`src/include/core_mem_consts.svh`:
```
`ifndef CORE_MEM_CONSTS_SVH
`define CORE_MEM_CONSTS_SVH

`define CM_XLEN 64
`define CM_INS_W 32

// first fetch after reset
`define CM_RESET_PC 64'h0000_0000_8000_0000

// clint registers, decoded inside the lsu
`define CM_MTIMECMP_ADDR 64'h0000_0000_0200_4000
`define CM_MTIME_ADDR 64'h0000_0000_0200_bff8

// bus transaction ids
`define CM_ID_FETCH 1'b0
`define CM_ID_MEM 1'b1

`endif

```
`src/rtl/core_mem_pkg.sv`:
```
`include "core_mem_consts.svh"

package core_mem_pkg;

	typedef logic [`CM_XLEN-1:0] xlen_t;
	typedef logic [`CM_INS_W-1:0] instr_t;

	typedef enum logic [1:0] {
		SIZE_BYTE   = 2'd0,
		SIZE_HALF   = 2'd1,
		SIZE_WORD   = 2'd2,
		SIZE_DOUBLE = 2'd3
	} bus_size_t;

	// low two bits are the size, bit 2 set means unsigned load
	typedef logic [2:0] ls_func3_t;

	typedef logic [7:0] wmask_t;

	typedef struct packed {
		xlen_t  pc;
		instr_t instr;
	} fetch_packet_t;

endpackage

```
`src/rtl/bus_arbiter.sv`:
```
`timescale 1ns/1ps
`include "core_mem_consts.svh"

module bus_arbiter (
	input  logic                    clock,
	input  logic                    reset,
	input  logic                    i_fetch_req_valid,
	input  core_mem_pkg::xlen_t     i_fetch_req_addr,
	output logic                    o_fetch_resp_valid,
	output core_mem_pkg::xlen_t     o_fetch_resp_data,
	input  logic                    i_mem_req_valid,
	input  core_mem_pkg::xlen_t     i_mem_req_addr,
	input  core_mem_pkg::bus_size_t i_mem_req_size,
	input  logic                    i_mem_req_write,
	input  core_mem_pkg::xlen_t     i_mem_req_wdata,
	input  core_mem_pkg::wmask_t    i_mem_req_wmask,
	output logic                    o_mem_resp_valid,
	output core_mem_pkg::xlen_t     o_mem_resp_data,
	output logic                    o_bus_valid,
	input  logic                    i_bus_ready,
	output core_mem_pkg::xlen_t     o_bus_addr,
	output core_mem_pkg::bus_size_t o_bus_size,
	output logic                    o_bus_write,
	output core_mem_pkg::xlen_t     o_bus_wdata,
	output core_mem_pkg::wmask_t    o_bus_wmask,
	output logic                    o_bus_id,
	input  core_mem_pkg::xlen_t     i_bus_rdata,
	input  logic                    i_bus_ret_id
);

	logic grant;

	// only grant when nothing is outstanding
	assign grant = !o_bus_valid && (i_mem_req_valid || i_fetch_req_valid);

	always_ff @(posedge clock) begin
		if (reset) begin
			o_bus_valid <= 1'b0;
		end else if (grant) begin
			o_bus_valid <= 1'b1;
		end else if (i_bus_ready) begin
			o_bus_valid <= 1'b0;
		end
	end

	always_ff @(posedge clock) begin
		if (grant) begin
			if (i_mem_req_valid) begin // memory first
				o_bus_addr <= i_mem_req_addr;
				o_bus_size <= i_mem_req_size;
				o_bus_write <= i_mem_req_write;
				o_bus_wdata <= i_mem_req_wdata;
				o_bus_wmask <= i_mem_req_wmask;
				o_bus_id <= `CM_ID_MEM;
			end else begin
				o_bus_addr <= i_fetch_req_addr;
				o_bus_size <= core_mem_pkg::SIZE_WORD;
				o_bus_write <= 1'b0;
				o_bus_wdata <= '0;
				o_bus_wmask <= '0;
				o_bus_id <= `CM_ID_FETCH;
			end
		end
	end

	assign o_fetch_resp_valid = o_bus_valid && i_bus_ready && (i_bus_ret_id == `CM_ID_FETCH);
	assign o_mem_resp_valid = o_bus_valid && i_bus_ready && (i_bus_ret_id == `CM_ID_MEM);
	assign o_fetch_resp_data = i_bus_rdata;
	assign o_mem_resp_data = i_bus_rdata;

endmodule

```
`src/rtl/clint_timer.sv`:
```
`timescale 1ns/1ps

module clint_timer (
	input  logic                clock,
	input  logic                reset,
	input  logic                i_wen_mtime,
	input  logic                i_wen_mtimecmp,
	input  core_mem_pkg::xlen_t i_wdata,
	output core_mem_pkg::xlen_t o_mtime,
	output core_mem_pkg::xlen_t o_mtimecmp,
	output logic                o_timer_irq
);

	always_ff @(posedge clock) begin
		if (reset) begin
			o_mtime <= '0;
		end else if (i_wen_mtime) begin
			o_mtime <= i_wdata;
		end else begin
			o_mtime <= o_mtime + 1'b1;
		end
	end

	// all ones keeps the interrupt quiet until software sets a compare
	always_ff @(posedge clock) begin
		if (reset) begin
			o_mtimecmp <= '1;
		end else if (i_wen_mtimecmp) begin
			o_mtimecmp <= i_wdata;
		end
	end

	assign o_timer_irq = (o_mtime >= o_mtimecmp);

endmodule

```
`src/rtl/core_mem_top.sv`:
```
`timescale 1ns/1ps

module core_mem_top (
	input  logic                    clock,
	input  logic                    reset,
	input  logic                    i_redirect,
	input  core_mem_pkg::xlen_t     i_redirect_pc,
	output logic                    o_fetch_valid,
	output core_mem_pkg::xlen_t     o_fetch_pc,
	output core_mem_pkg::instr_t    o_fetch_instr,
	input  logic                    i_fetch_ready,
	input  logic                    i_ls_valid,
	output logic                    o_ls_ready,
	input  core_mem_pkg::xlen_t     i_ls_addr,
	input  core_mem_pkg::xlen_t     i_ls_wdata,
	input  core_mem_pkg::ls_func3_t i_ls_func3,
	input  logic                    i_ls_load,
	input  logic                    i_ls_store,
	output logic                    o_ls_done_valid,
	output core_mem_pkg::xlen_t     o_ls_rdata,
	input  logic                    i_ls_done_ready,
	output logic                    o_bus_valid,
	input  logic                    i_bus_ready,
	output core_mem_pkg::xlen_t     o_bus_addr,
	output core_mem_pkg::bus_size_t o_bus_size,
	output logic                    o_bus_write,
	output core_mem_pkg::xlen_t     o_bus_wdata,
	output core_mem_pkg::wmask_t    o_bus_wmask,
	output logic                    o_bus_id,
	input  core_mem_pkg::xlen_t     i_bus_rdata,
	input  logic                    i_bus_ret_id,
	output logic                    o_timer_irq
);

	logic fetch_req_valid;
	core_mem_pkg::xlen_t fetch_req_addr;
	logic fetch_resp_valid;
	core_mem_pkg::xlen_t fetch_resp_data;
	logic mem_req_valid;
	core_mem_pkg::xlen_t mem_req_addr;
	core_mem_pkg::bus_size_t mem_req_size;
	logic mem_req_write;
	core_mem_pkg::xlen_t mem_req_wdata;
	core_mem_pkg::wmask_t mem_req_wmask;
	logic mem_resp_valid;
	core_mem_pkg::xlen_t mem_resp_data;

	fetch_unit fetch_unit_i (
		.clock         (clock),
		.reset         (reset),
		.i_redirect    (i_redirect),
		.i_redirect_pc (i_redirect_pc),
		.o_req_valid   (fetch_req_valid),
		.o_req_addr    (fetch_req_addr),
		.i_resp_valid  (fetch_resp_valid),
		.i_resp_data   (fetch_resp_data),
		.o_fetch_valid (o_fetch_valid),
		.o_fetch_pc    (o_fetch_pc),
		.o_fetch_instr (o_fetch_instr),
		.i_fetch_ready (i_fetch_ready)
	);

	load_store_unit load_store_unit_i (
		.clock           (clock),
		.reset           (reset),
		.i_ls_valid      (i_ls_valid),
		.o_ls_ready      (o_ls_ready),
		.i_ls_addr       (i_ls_addr),
		.i_ls_wdata      (i_ls_wdata),
		.i_ls_func3      (i_ls_func3),
		.i_ls_load       (i_ls_load),
		.i_ls_store      (i_ls_store),
		.o_ls_done_valid (o_ls_done_valid),
		.o_ls_rdata      (o_ls_rdata),
		.i_ls_done_ready (i_ls_done_ready),
		.o_req_valid     (mem_req_valid),
		.o_req_addr      (mem_req_addr),
		.o_req_size      (mem_req_size),
		.o_req_write     (mem_req_write),
		.o_req_wdata     (mem_req_wdata),
		.o_req_wmask     (mem_req_wmask),
		.i_resp_valid    (mem_resp_valid),
		.i_resp_data     (mem_resp_data),
		.o_timer_irq     (o_timer_irq)
	);

	bus_arbiter bus_arbiter_i (
		.clock              (clock),
		.reset              (reset),
		.i_fetch_req_valid  (fetch_req_valid),
		.i_fetch_req_addr   (fetch_req_addr),
		.o_fetch_resp_valid (fetch_resp_valid),
		.o_fetch_resp_data  (fetch_resp_data),
		.i_mem_req_valid    (mem_req_valid),
		.i_mem_req_addr     (mem_req_addr),
		.i_mem_req_size     (mem_req_size),
		.i_mem_req_write    (mem_req_write),
		.i_mem_req_wdata    (mem_req_wdata),
		.i_mem_req_wmask    (mem_req_wmask),
		.o_mem_resp_valid   (mem_resp_valid),
		.o_mem_resp_data    (mem_resp_data),
		.o_bus_valid        (o_bus_valid),
		.i_bus_ready        (i_bus_ready),
		.o_bus_addr         (o_bus_addr),
		.o_bus_size         (o_bus_size),
		.o_bus_write        (o_bus_write),
		.o_bus_wdata        (o_bus_wdata),
		.o_bus_wmask        (o_bus_wmask),
		.o_bus_id           (o_bus_id),
		.i_bus_rdata        (i_bus_rdata),
		.i_bus_ret_id       (i_bus_ret_id)
	);

endmodule

```
`src/rtl/fetch_unit.sv`:
```
`timescale 1ns/1ps
`include "core_mem_consts.svh"

module fetch_unit (
	input  logic                 clock,
	input  logic                 reset,
	input  logic                 i_redirect,
	input  core_mem_pkg::xlen_t  i_redirect_pc,
	output logic                 o_req_valid,
	output core_mem_pkg::xlen_t  o_req_addr,
	input  logic                 i_resp_valid,
	input  core_mem_pkg::xlen_t  i_resp_data,
	output logic                 o_fetch_valid,
	output core_mem_pkg::xlen_t  o_fetch_pc,
	output core_mem_pkg::instr_t o_fetch_instr,
	input  logic                 i_fetch_ready
);

	core_mem_pkg::xlen_t pc_q;
	logic discard_q;
	logic accept;
	logic hold_load;
	logic hold_ready;
	core_mem_pkg::fetch_packet_t resp_pkt;
	core_mem_pkg::fetch_packet_t held_pkt;

	assign accept = o_fetch_valid && i_fetch_ready;
	assign hold_ready = i_fetch_ready || i_redirect; // redirect drops a stale packet
	assign hold_load = i_resp_valid && !discard_q && !i_redirect;

	assign resp_pkt.pc = pc_q;
	assign resp_pkt.instr = pc_q[2] ? i_resp_data[`CM_XLEN-1:`CM_INS_W]
		: i_resp_data[`CM_INS_W-1:0];

	// bus works on doublewords, pc bit 2 picks the half
	assign o_req_addr = {pc_q[`CM_XLEN-1:3], 3'b000};

	always_ff @(posedge clock) begin
		if (reset) begin
			pc_q <= `CM_RESET_PC;
		end else if (i_redirect) begin
			pc_q <= i_redirect_pc;
		end else if (accept) begin
			pc_q <= pc_q + 4;
		end
	end

	always_ff @(posedge clock) begin
		if (reset) begin
			o_req_valid <= 1'b0;
			discard_q <= 1'b0;
		end else if (i_resp_valid) begin
			o_req_valid <= 1'b0;
			discard_q <= 1'b0;
		end else if (o_req_valid) begin
			if (i_redirect) begin
				discard_q <= 1'b1; // in-flight word belongs to the old path
			end
		end else if (!o_fetch_valid || hold_ready) begin
			o_req_valid <= 1'b1;
		end
	end

	result_hold #(
		.payload_t(core_mem_pkg::fetch_packet_t)
	) fetch_hold_i (
		.i_clock (clock),
		.i_reset (reset),
		.i_load  (hold_load),
		.i_data  (resp_pkt),
		.o_valid (o_fetch_valid),
		.o_data  (held_pkt),
		.i_ready (hold_ready)
	);

	assign o_fetch_pc = held_pkt.pc;
	assign o_fetch_instr = held_pkt.instr;

endmodule

```
`src/rtl/load_store_unit.sv`:
```
`timescale 1ns/1ps
`include "core_mem_consts.svh"

module load_store_unit (
	input  logic                   clock,
	input  logic                   reset,
	input  logic                   i_ls_valid,
	output logic                   o_ls_ready,
	input  core_mem_pkg::xlen_t    i_ls_addr,
	input  core_mem_pkg::xlen_t    i_ls_wdata,
	input  core_mem_pkg::ls_func3_t i_ls_func3,
	input  logic                   i_ls_load,
	input  logic                   i_ls_store,
	output logic                   o_ls_done_valid,
	output core_mem_pkg::xlen_t    o_ls_rdata,
	input  logic                   i_ls_done_ready,
	output logic                   o_req_valid,
	output core_mem_pkg::xlen_t    o_req_addr,
	output core_mem_pkg::bus_size_t o_req_size,
	output logic                   o_req_write,
	output core_mem_pkg::xlen_t    o_req_wdata,
	output core_mem_pkg::wmask_t   o_req_wmask,
	input  logic                   i_resp_valid,
	input  core_mem_pkg::xlen_t    i_resp_data,
	output logic                   o_timer_irq
);

	logic busy_q;
	logic timer_q;
	logic sel_mtime_q;
	logic store_q;
	logic zext_q;
	logic [2:0] off_q;
	logic take;
	logic done_load;
	logic is_timer_addr;
	core_mem_pkg::bus_size_t size_in;
	core_mem_pkg::wmask_t mask_in;
	core_mem_pkg::xlen_t mtime;
	core_mem_pkg::xlen_t mtimecmp;
	core_mem_pkg::xlen_t raw_data;
	core_mem_pkg::xlen_t shifted;
	core_mem_pkg::xlen_t load_data;
	core_mem_pkg::xlen_t result;

	assign o_ls_ready = !busy_q && !o_ls_done_valid;
	assign take = i_ls_valid && o_ls_ready && (i_ls_load || i_ls_store);
	assign size_in = core_mem_pkg::bus_size_t'(i_ls_func3[1:0]);
	assign is_timer_addr = (i_ls_addr == `CM_MTIMECMP_ADDR) || (i_ls_addr == `CM_MTIME_ADDR);

	always_comb begin
		case (size_in)
			core_mem_pkg::SIZE_BYTE: mask_in = 8'h01 << i_ls_addr[2:0];
			core_mem_pkg::SIZE_HALF: mask_in = 8'h03 << i_ls_addr[2:0];
			core_mem_pkg::SIZE_WORD: mask_in = 8'h0f << i_ls_addr[2:0];
			default: mask_in = 8'hff;
		endcase
	end

	always_ff @(posedge clock) begin
		if (reset) begin
			busy_q <= 1'b0;
		end else if (take) begin
			busy_q <= 1'b1;
		end else if (done_load) begin
			busy_q <= 1'b0;
		end
	end

	always_ff @(posedge clock) begin
		if (take) begin
			timer_q <= is_timer_addr;
			sel_mtime_q <= (i_ls_addr == `CM_MTIME_ADDR);
			store_q <= i_ls_store;
			zext_q <= i_ls_func3[2];
			off_q <= i_ls_addr[2:0];
			o_req_addr <= {i_ls_addr[`CM_XLEN-1:3], 3'b000};
			o_req_size <= size_in;
			o_req_wdata <= i_ls_wdata << {i_ls_addr[2:0], 3'b000}; // into byte lanes
			o_req_wmask <= i_ls_store ? mask_in : '0;
		end
	end

	assign o_req_valid = busy_q && !timer_q; // timer never reaches the bus
	assign o_req_write = store_q;
	assign done_load = busy_q && (timer_q || i_resp_valid);

	clint_timer clint_timer_i (
		.clock          (clock),
		.reset          (reset),
		.i_wen_mtime    (busy_q && timer_q && store_q && sel_mtime_q),
		.i_wen_mtimecmp (busy_q && timer_q && store_q && !sel_mtime_q),
		.i_wdata        (o_req_wdata),
		.o_mtime        (mtime),
		.o_mtimecmp     (mtimecmp),
		.o_timer_irq    (o_timer_irq)
	);

	assign raw_data = timer_q ? (sel_mtime_q ? mtime : mtimecmp) : i_resp_data;
	assign shifted = raw_data >> {off_q, 3'b000};

	always_comb begin
		case (o_req_size)
			core_mem_pkg::SIZE_BYTE:
				load_data = {{(`CM_XLEN-8){~zext_q & shifted[7]}}, shifted[7:0]};
			core_mem_pkg::SIZE_HALF:
				load_data = {{(`CM_XLEN-16){~zext_q & shifted[15]}}, shifted[15:0]};
			core_mem_pkg::SIZE_WORD:
				load_data = {{(`CM_XLEN-32){~zext_q & shifted[31]}}, shifted[31:0]};
			default: load_data = shifted;
		endcase
	end

	assign result = store_q ? '0 : load_data; // stores report zero

	result_hold #(
		.payload_t(core_mem_pkg::xlen_t)
	) ls_hold_i (
		.i_clock (clock),
		.i_reset (reset),
		.i_load  (done_load),
		.i_data  (result),
		.o_valid (o_ls_done_valid),
		.o_data  (o_ls_rdata),
		.i_ready (i_ls_done_ready)
	);

endmodule

```
`src/rtl/result_hold.sv`:
```
`timescale 1ns/1ps

module result_hold #(
	parameter type payload_t = logic
) (
	input  logic     i_clock,
	input  logic     i_reset,
	input  logic     i_load,
	input  payload_t i_data,
	output logic     o_valid,
	output payload_t o_data,
	input  logic     i_ready
);

	always_ff @(posedge i_clock) begin
		if (i_reset) begin
			o_valid <= 1'b0;
		end else if (i_load) begin
			o_valid <= 1'b1; // new result wins over a take
		end else if (i_ready) begin
			o_valid <= 1'b0;
		end
	end

	always_ff @(posedge i_clock) begin
		if (i_load) begin
			o_data <= i_data;
		end
	end

endmodule

```
`config.mk`:
```
export PLATFORM = sky130hd
export DESIGN_NAME = core_mem_top
export DESIGN_NICKNAME = d
export VERILOG_FILES = /design/src/rtl/core_mem_pkg.sv /design/src/rtl/bus_arbiter.sv /design/src/rtl/clint_timer.sv /design/src/rtl/core_mem_top.sv /design/src/rtl/fetch_unit.sv /design/src/rtl/load_store_unit.sv /design/src/rtl/result_hold.sv
export VERILOG_INCLUDE_DIRS = /design/src /design/src/include
export SDC_FILE = /design/constraint.sdc
export NUM_CORES = 1
export LEC_CHECK = 0
export BUFFER_PORTS_ARGS = -buffer_cell sky130_fd_sc_hd__buf_4
export CAP_MARGIN = 20
export CORE_UTILIZATION = 56
export DETAILED_ROUTE_END_ITERATION = 8
export HOLD_SLACK_MARGIN = 0.06
export PLACE_DENSITY = 0.82
export SLEW_MARGIN = 0
export SYNTH_ARGS = -nofsm -noshare
export SYNTH_HDL_FRONTEND = slang
export SYNTH_SLANG_ARGS = --single-unit
```
`constraint.sdc`:
```
create_clock -name clock -period 13.7 [get_ports clock]
set_clock_uncertainty 0.1 [all_clocks]
set_input_delay 1.37 -clock clock [delete_from_list [all_inputs] [get_ports clock]]
set_output_delay 1.37 -clock clock [all_outputs]
set_load 0.02 [all_outputs]
```
# Word level (Yosys, flattened, before mapping)
# Index checks and enable logic that the tools add are counted.
[word_totals]
ff_bits = 637
latch_bits = 0
ramBits = 0
romBits = 0
out_inout_bits = 305
n_memories = 0
[classes]
n_addsub = 2
multipliers = 0
n_div = 0
magnitude_cmp = 1
n_eq_ne = 6
n_shift = 5
mux = 20
n_bitwise = 5
n_reduce_logical = 39
[op_table]
columns = ["cell", "n"]
rows = [
  ["two-way mux 64 bit", 6],
  ["one-hot mux 64 bit (3 select lines)", 1],
  ["equality test 64 x 26 -> 1 bit, second input constant", 2],
  ["adder 64 x 1 -> 64 bit, second input constant", 1],
  ["adder 64 x 3 -> 64 bit, second input constant", 1],
  ["greater-or-equal comparator 64 bit", 1],
  ["<< shifter 64 x 6 -> 64 bit", 1],
  ["right shift 64 x 6 -> 64 bit", 1],
  ["two-way mux 32 bit", 1],
  ["one-hot mux 8 bit (3 select lines)", 1],
  ["logical AND 1 bit", 16],
  ["two-way mux 1 bit", 11],
  ["nonzero test 2 bit", 5],
  ["zero test 1 bit", 8],
  ["<< shifter 1 x 3 -> 8 bit, first input constant", 1],
  ["<< shifter 2 x 3 -> 8 bit, first input constant", 1],
  ["<< shifter 4 x 3 -> 8 bit, first input constant", 1],
  ["logical OR 1 bit", 6],
  ["equality test 2 x 1 -> 1 bit, second input constant", 2],
  ["equality test 2 bit, second input constant", 2],
  ["zero test 2 bit", 2],
  ["bitwise AND 1 bit", 3],
  ["NOT 1 bit", 2],
  ["AND reduction 2 bit", 1],
  ["OR reduction 2 bit", 1],
]

# Logic depth before layout (Yosys ltp)
[depth]
ltp_word = 6
mapped_depth = 12

# By module
# A second synthesis with hierarchy kept.
[unflattened]
cells_unflattened = 3040
area_unflattened_um2 = 33991.4
[modules_own_cells]
columns = ["mod", "n_inst", "cells_each", "area_each_um2", "seq_area_each_um2"]
rows = [
  ["load_store_unit", 1, 972, 10337.4, 4284.1],
  ["clint_timer", 1, 895, 7552.2, 2562.5],
  ["bus_arbiter", 1, 431, 6553.8, 4224.1],
  ["fetch_unit", 1, 574, 4665.7, 1321.3],
  ["result_hold (fetch_unit_i.fetch_hold_i)", 1, 100, 2921.6, 2902.8],
  ["result_hold (load_store_unit_i.ls_hold_i)", 1, 68, 1960.6, 1941.9],
]

# Worst setup path after synthesis
# OpenSTA, ideal clock, no wires.
[synth_timing]
path_kind = "input to register"
start = "input port i_redirect"
end = "register fetch_unit_i.fetch_hold_i.o_data[0] (netlist bit), enable pin"
setup_ns = 0.789
arrival_ns = 10.744
required_ns = 12.811
path_slack_ns = 2.067
stages = 2
path_cell_list = "clkbuf_1 nor4_1"
[synth_between]
elab_chain_cells = 2
[synth_lines]
columns = ["item", "line_no", "source"]
rows = [
  ["from (decl)", "core_mem_top.sv:6", "input logic i_redirect,"],
  ["zero test 1 bit", "fetch_unit.sv:29", "assign hold_load = i_resp_valid && !discard_q && !i_redirect;"],
  ["logical AND 1 bit", "fetch_unit.sv:29", ""],
  ["named net fetch_unit_i.fetch_hold_i.i_load", "result_hold.sv:8", "input logic i_load,"],
  ["to (signal assigned)", "result_hold.sv:27", "o_data <= i_data;"],
  ["to (decl)", "result_hold.sv:11", "output payload_t o_data,"],
]
# The timed path passes the listed nets, and every way through them passes these cells.
# A chain may end at the register's enable or synchronous reset.

# Worst setup path after layout
[layout_timing]
start = "register load_store_unit_i.clint_timer_i.o_mtimecmp[47]"
end = "output port o_timer_irq"
[layout_between]
elab_chain_cells = 1
[layout_lines]
columns = ["item", "line_no", "source"]
rows = [
  ["from (decl)", "clint_timer.sv:10", "output core_mem_pkg::xlen_t o_mtimecmp,"],
  ["from (signal assigned)", "clint_timer.sv:29", "o_mtimecmp <= i_wdata;"],
  ["greater-or-equal comparator 64 bit", "clint_timer.sv:33", "assign o_timer_irq = (o_mtime >= o_mtimecmp);"],
  ["to (decl)", "core_mem_top.sv:32", "output logic o_timer_irq"],
]
# No other way between the ends.

==> impl_metrics.tcl <==
set metrics [dict create \
    hold_start "fetch_unit_i.pc_q[55]" \
    maxCapViolCount 0 \
    syn-cell-area_mm2 0.0312 \
    clockRootBuffer "clkbuf_16" \
    ios 574 \
    worstPathRequired_ps 12230 \
    ys.flop_type "edfxtp_1" \
    path_clk_slew_ps 60 \
    grt_max_degree 91 \
    asyncSetResetFlopFracSynth_pct 0 \
    hp-class "reg -> reg" \
    rsz0062_at_grt "no" \
    rrSetupSlack_ps 9750 \
    cp_max_fo 2 \
    tns_ps 0 \
    ctsLongestPathBuffers 3 \
    grt_pass1_vias 23600 \
    htreeDepth 3 \
    cts_tree "yes" \
    crit-reg2reg-capture "load_store_unit_i.ls_hold_i.o_data[44]" \
    cts_resized 0 \
    leakage_nw 15.2 \
    num_vias 25000 \
    grt_first_pass_wirelength_um 149000 \
    portBuffers 570 \
    tightest_slew_ps 1150 \
    holdPathStages 0 \
    power.density_mw_per_mm2 127 \
    fmax_mhz 220 \
    status "finished, final reports clean" \
    syn_inst 2767 \
    ir_worst_vdd_mv 0.104 \
    fin_total_pwr_mw 4.85 \
    min_period_ps 4550 \
    vias_per_cell 6.15 \
    ant_nets 0 \
    areaGrowthSynthToFinish_pct 22.8 \
    core-area_mm2 0.0551 \
    wl_per_cell_um 25.3 \
    place.gp.congestion 0.955 \
    num_rows 86 \
    cts_buffers 69 \
    ys_seq_area_share_pct 55.0 \
    drcViolationCount 0 \
    grt_util_all_layers_pct 35.3 \
    hold_end "fetch_unit_i.fetch_hold_i.o_data[87]" \
    initial_core_util_pct 56.6 \
    antenna_found_initial 5 \
    die_h_um 238 \
    end_kind "output pin" \
    start_kind "flop" \
    ys_ff_latch 637 \
    die_w_um 238 \
    synth-edff-count 439 \
    drv_slew 0 \
    reg2reg_from "load_store_unit_i.sel_mtime_q" \
    r2r_cells 9 \
    min_period_over_period_pct 33.2 \
    routed_wl_um 103000 \
    report.final.hold_viol_count 0 \
    dr.pass1.iters 6 \
    cts_sinks 637 \
    yosysUniqueCellTypes 68 \
    dp_cells 3930 \
    clk_latency_ps 610 \
    die_area_mm2 0.0567 \
    grt-ovfl-total 0 \
    hpwl_um 75500 \
    cts_setup_buffers 0 \
    layout.cells.non_filler 4061 \
    hold_buffers 0 \
    avgSynthCellArea_um2 11.3 \
    cp_data_arrival_time_ps 3080 \
    drive_gt1_share_pct 28.1 \
    yosysWarnings 0 \
    setup_viol 0 \
    final_cell_mix "buf_4, edfxtp_1, nor2_1" \
    nets 3590 \
    layout_commonest_cell "buf_4" \
    drt_iter0_markers 3182 \
    slew-limit-headroom_pct 23.0 \
    path_class "reg -> out" \
]
## power by group
part           switching [mW]  total, mW  internal (mW)  leakage (nW)
Sequential             0.0833       2.27           2.19          5.79
Combinational           0.376      0.630          0.255          8.29
Clock                   0.782       1.95           1.17          1.14
Total                    1.24       4.85           3.61          15.2
## cell families (layout without fill, tap and decap cells)
group | after synthesis | in the layout | share of synthesized area (%)
mux | 307 | 307 | 11.6
xor+xnor | 108 | 108 | 3.03
simple gates | 845 | 845 | 13.2
compound gates | 513 | 513 | 10.7
buf+inv | 288 | 828 | 3.70
fa+ha+maj | 68 | 68 | 2.73
other cells | 1 | 7 | 0.0120
flops | 637 | 637 | 55.0
## critical path: stages, from the launching register on
cell and delay [ps]:
dfxtp_1 330, inv_1 60, ha_1 300, nand2_1 80, or4_1 530, nor4_1 410, nand2_1 100, o221a_2 290
o21ai_0 170, buf_4 200
## cells in the mapped netlist (4+ instances only)
library cell / number / area share (%)
edfxtp_1: 439 / 42
nor2_1: 296 / 3.6
dfxtp_1: 198 / 13
mux2_2: 165 / 6.0
nand2_1: 165 / 2.0
a21oi_1: 144 / 2.3
clkbuf_1: 125 / 1.5
mux2i_1: 114 / 3.7
o21ai_0: 106 / 1.7
inv_1: 102 / 1.2
and2_1: 92 / 1.8
a211oi_1: 87 / 2.1
ha_1: 68 / 2.7
a211o_1: 64 / 1.8
nand3_1: 58 / 0.93
xnor2_1: 58 / 1.6
xor2_1: 50 / 1.4
nand4_1: 48 / 0.96
buf_1: 36 / 0.43
o211ai_1: 31 / 0.75
mux4_2: 28 / 2.0
nor3_1: 28 / 0.45
nor2b_1: 27 / 0.54
nor4_1: 27 / 0.54
or3_1: 19 / 0.38
and3_1: 18 / 0.36
o22ai_1: 18 / 0.36
or2_2: 18 / 0.36
buf_2: 17 / 0.27
nand2b_1: 16 / 0.32
a21o_1: 14 / 0.34
a311oi_1: 12 / 0.34
and4_1: 11 / 0.31
o21a_1: 8 / 0.19
or4_1: 6 / 0.14
o22a_1: 5 / 0.14
o2bb2ai_1: 4 / 0.11
## layout make-up
type | instances | area [µm²]
clock buffer | 100 | 1960
antenna | 4 | 10.0
multi-input combinational | 1844 | 13000
clock inverter | 27 | 410
inverter | 103 | 387
tap | 748 | 936
fill | 4018 | 16800
timing repair buffer | 598 | 4490
sequential | 637 | 17100
## layer usage
metal / share of wire, % / vias up / global-route usage, % / wire [µm]
li1: - / 11100 / - / -
met1: 41 / 12200 / 49.2 / 41600
met2: 46 / 1502 / 55.3 / 47200
met3: 9.5 / 192 / 5.46 / 9740
met4: 3.9 / 0 / 14.6 / 4050
met5: 0 / - / 0 / 0
## per-stage QoR
| step | hold slack (ps) | setup slack (ps) | utilization [%] | cell area [µm²] |
|---|---|---|---|---|
| 2_1_floorplan | 306 | 2070 | - | 31200 |
| 3_3_place_gp | 318 | 9570 | 65.2 | 35900 |
| 3_5_place_dp | 316 | 9640 | 65.2 | 35900 |
| 4_1_cts | 329 | 9150 | 69.5 | 38300 |
| 5_1_grt | 347 | 8930 | 69.5 | 38300 |
| 6_report | 334 | 9150 | 69.5 | 38300 |
## registers in the layout, indices dropped and copies added, names as in the netlist, 2 cells and up
register                                    cells
bus_arbiter_i.o_bus_addr                       61
bus_arbiter_i.o_bus_size                        2
bus_arbiter_i.o_bus_wdata                      64
bus_arbiter_i.o_bus_wmask                       8
fetch_unit_i.fetch_hold_i.o_data               96
fetch_unit_i.pc_q                              64
load_store_unit_i.clint_timer_i.o_mtime        64
load_store_unit_i.clint_timer_i.o_mtimecmp     64
load_store_unit_i.ls_hold_i.o_data             64
load_store_unit_i.o_req_addr                   61
load_store_unit_i.o_req_size                    2
load_store_unit_i.o_req_wdata                  64
load_store_unit_i.o_req_wmask                   8
load_store_unit_i.off_q                         3
## worst max path at each step
stage | startpoint | cells after the start | to
after floorplan | i_redirect | 2 | fetch_unit_i.fetch_hold_i.o_data[0]
after global placement | i_fetch_ready | 7 | fetch_unit_i.pc_q[45]
after detailed placement | i_ls_addr[1] | 7 | load_store_unit_i.sel_mtime_q
after CTS | load_store_unit_i.clint_timer_i.o_mtimecmp[47] | 9 | o_timer_irq
after global routing | load_store_unit_i.clint_timer_i.o_mtimecmp[47] | 9 | o_timer_irq
final | load_store_unit_i.clint_timer_i.o_mtimecmp[47] | 9 | o_timer_irq
Power figures use the tool's default switching activity.
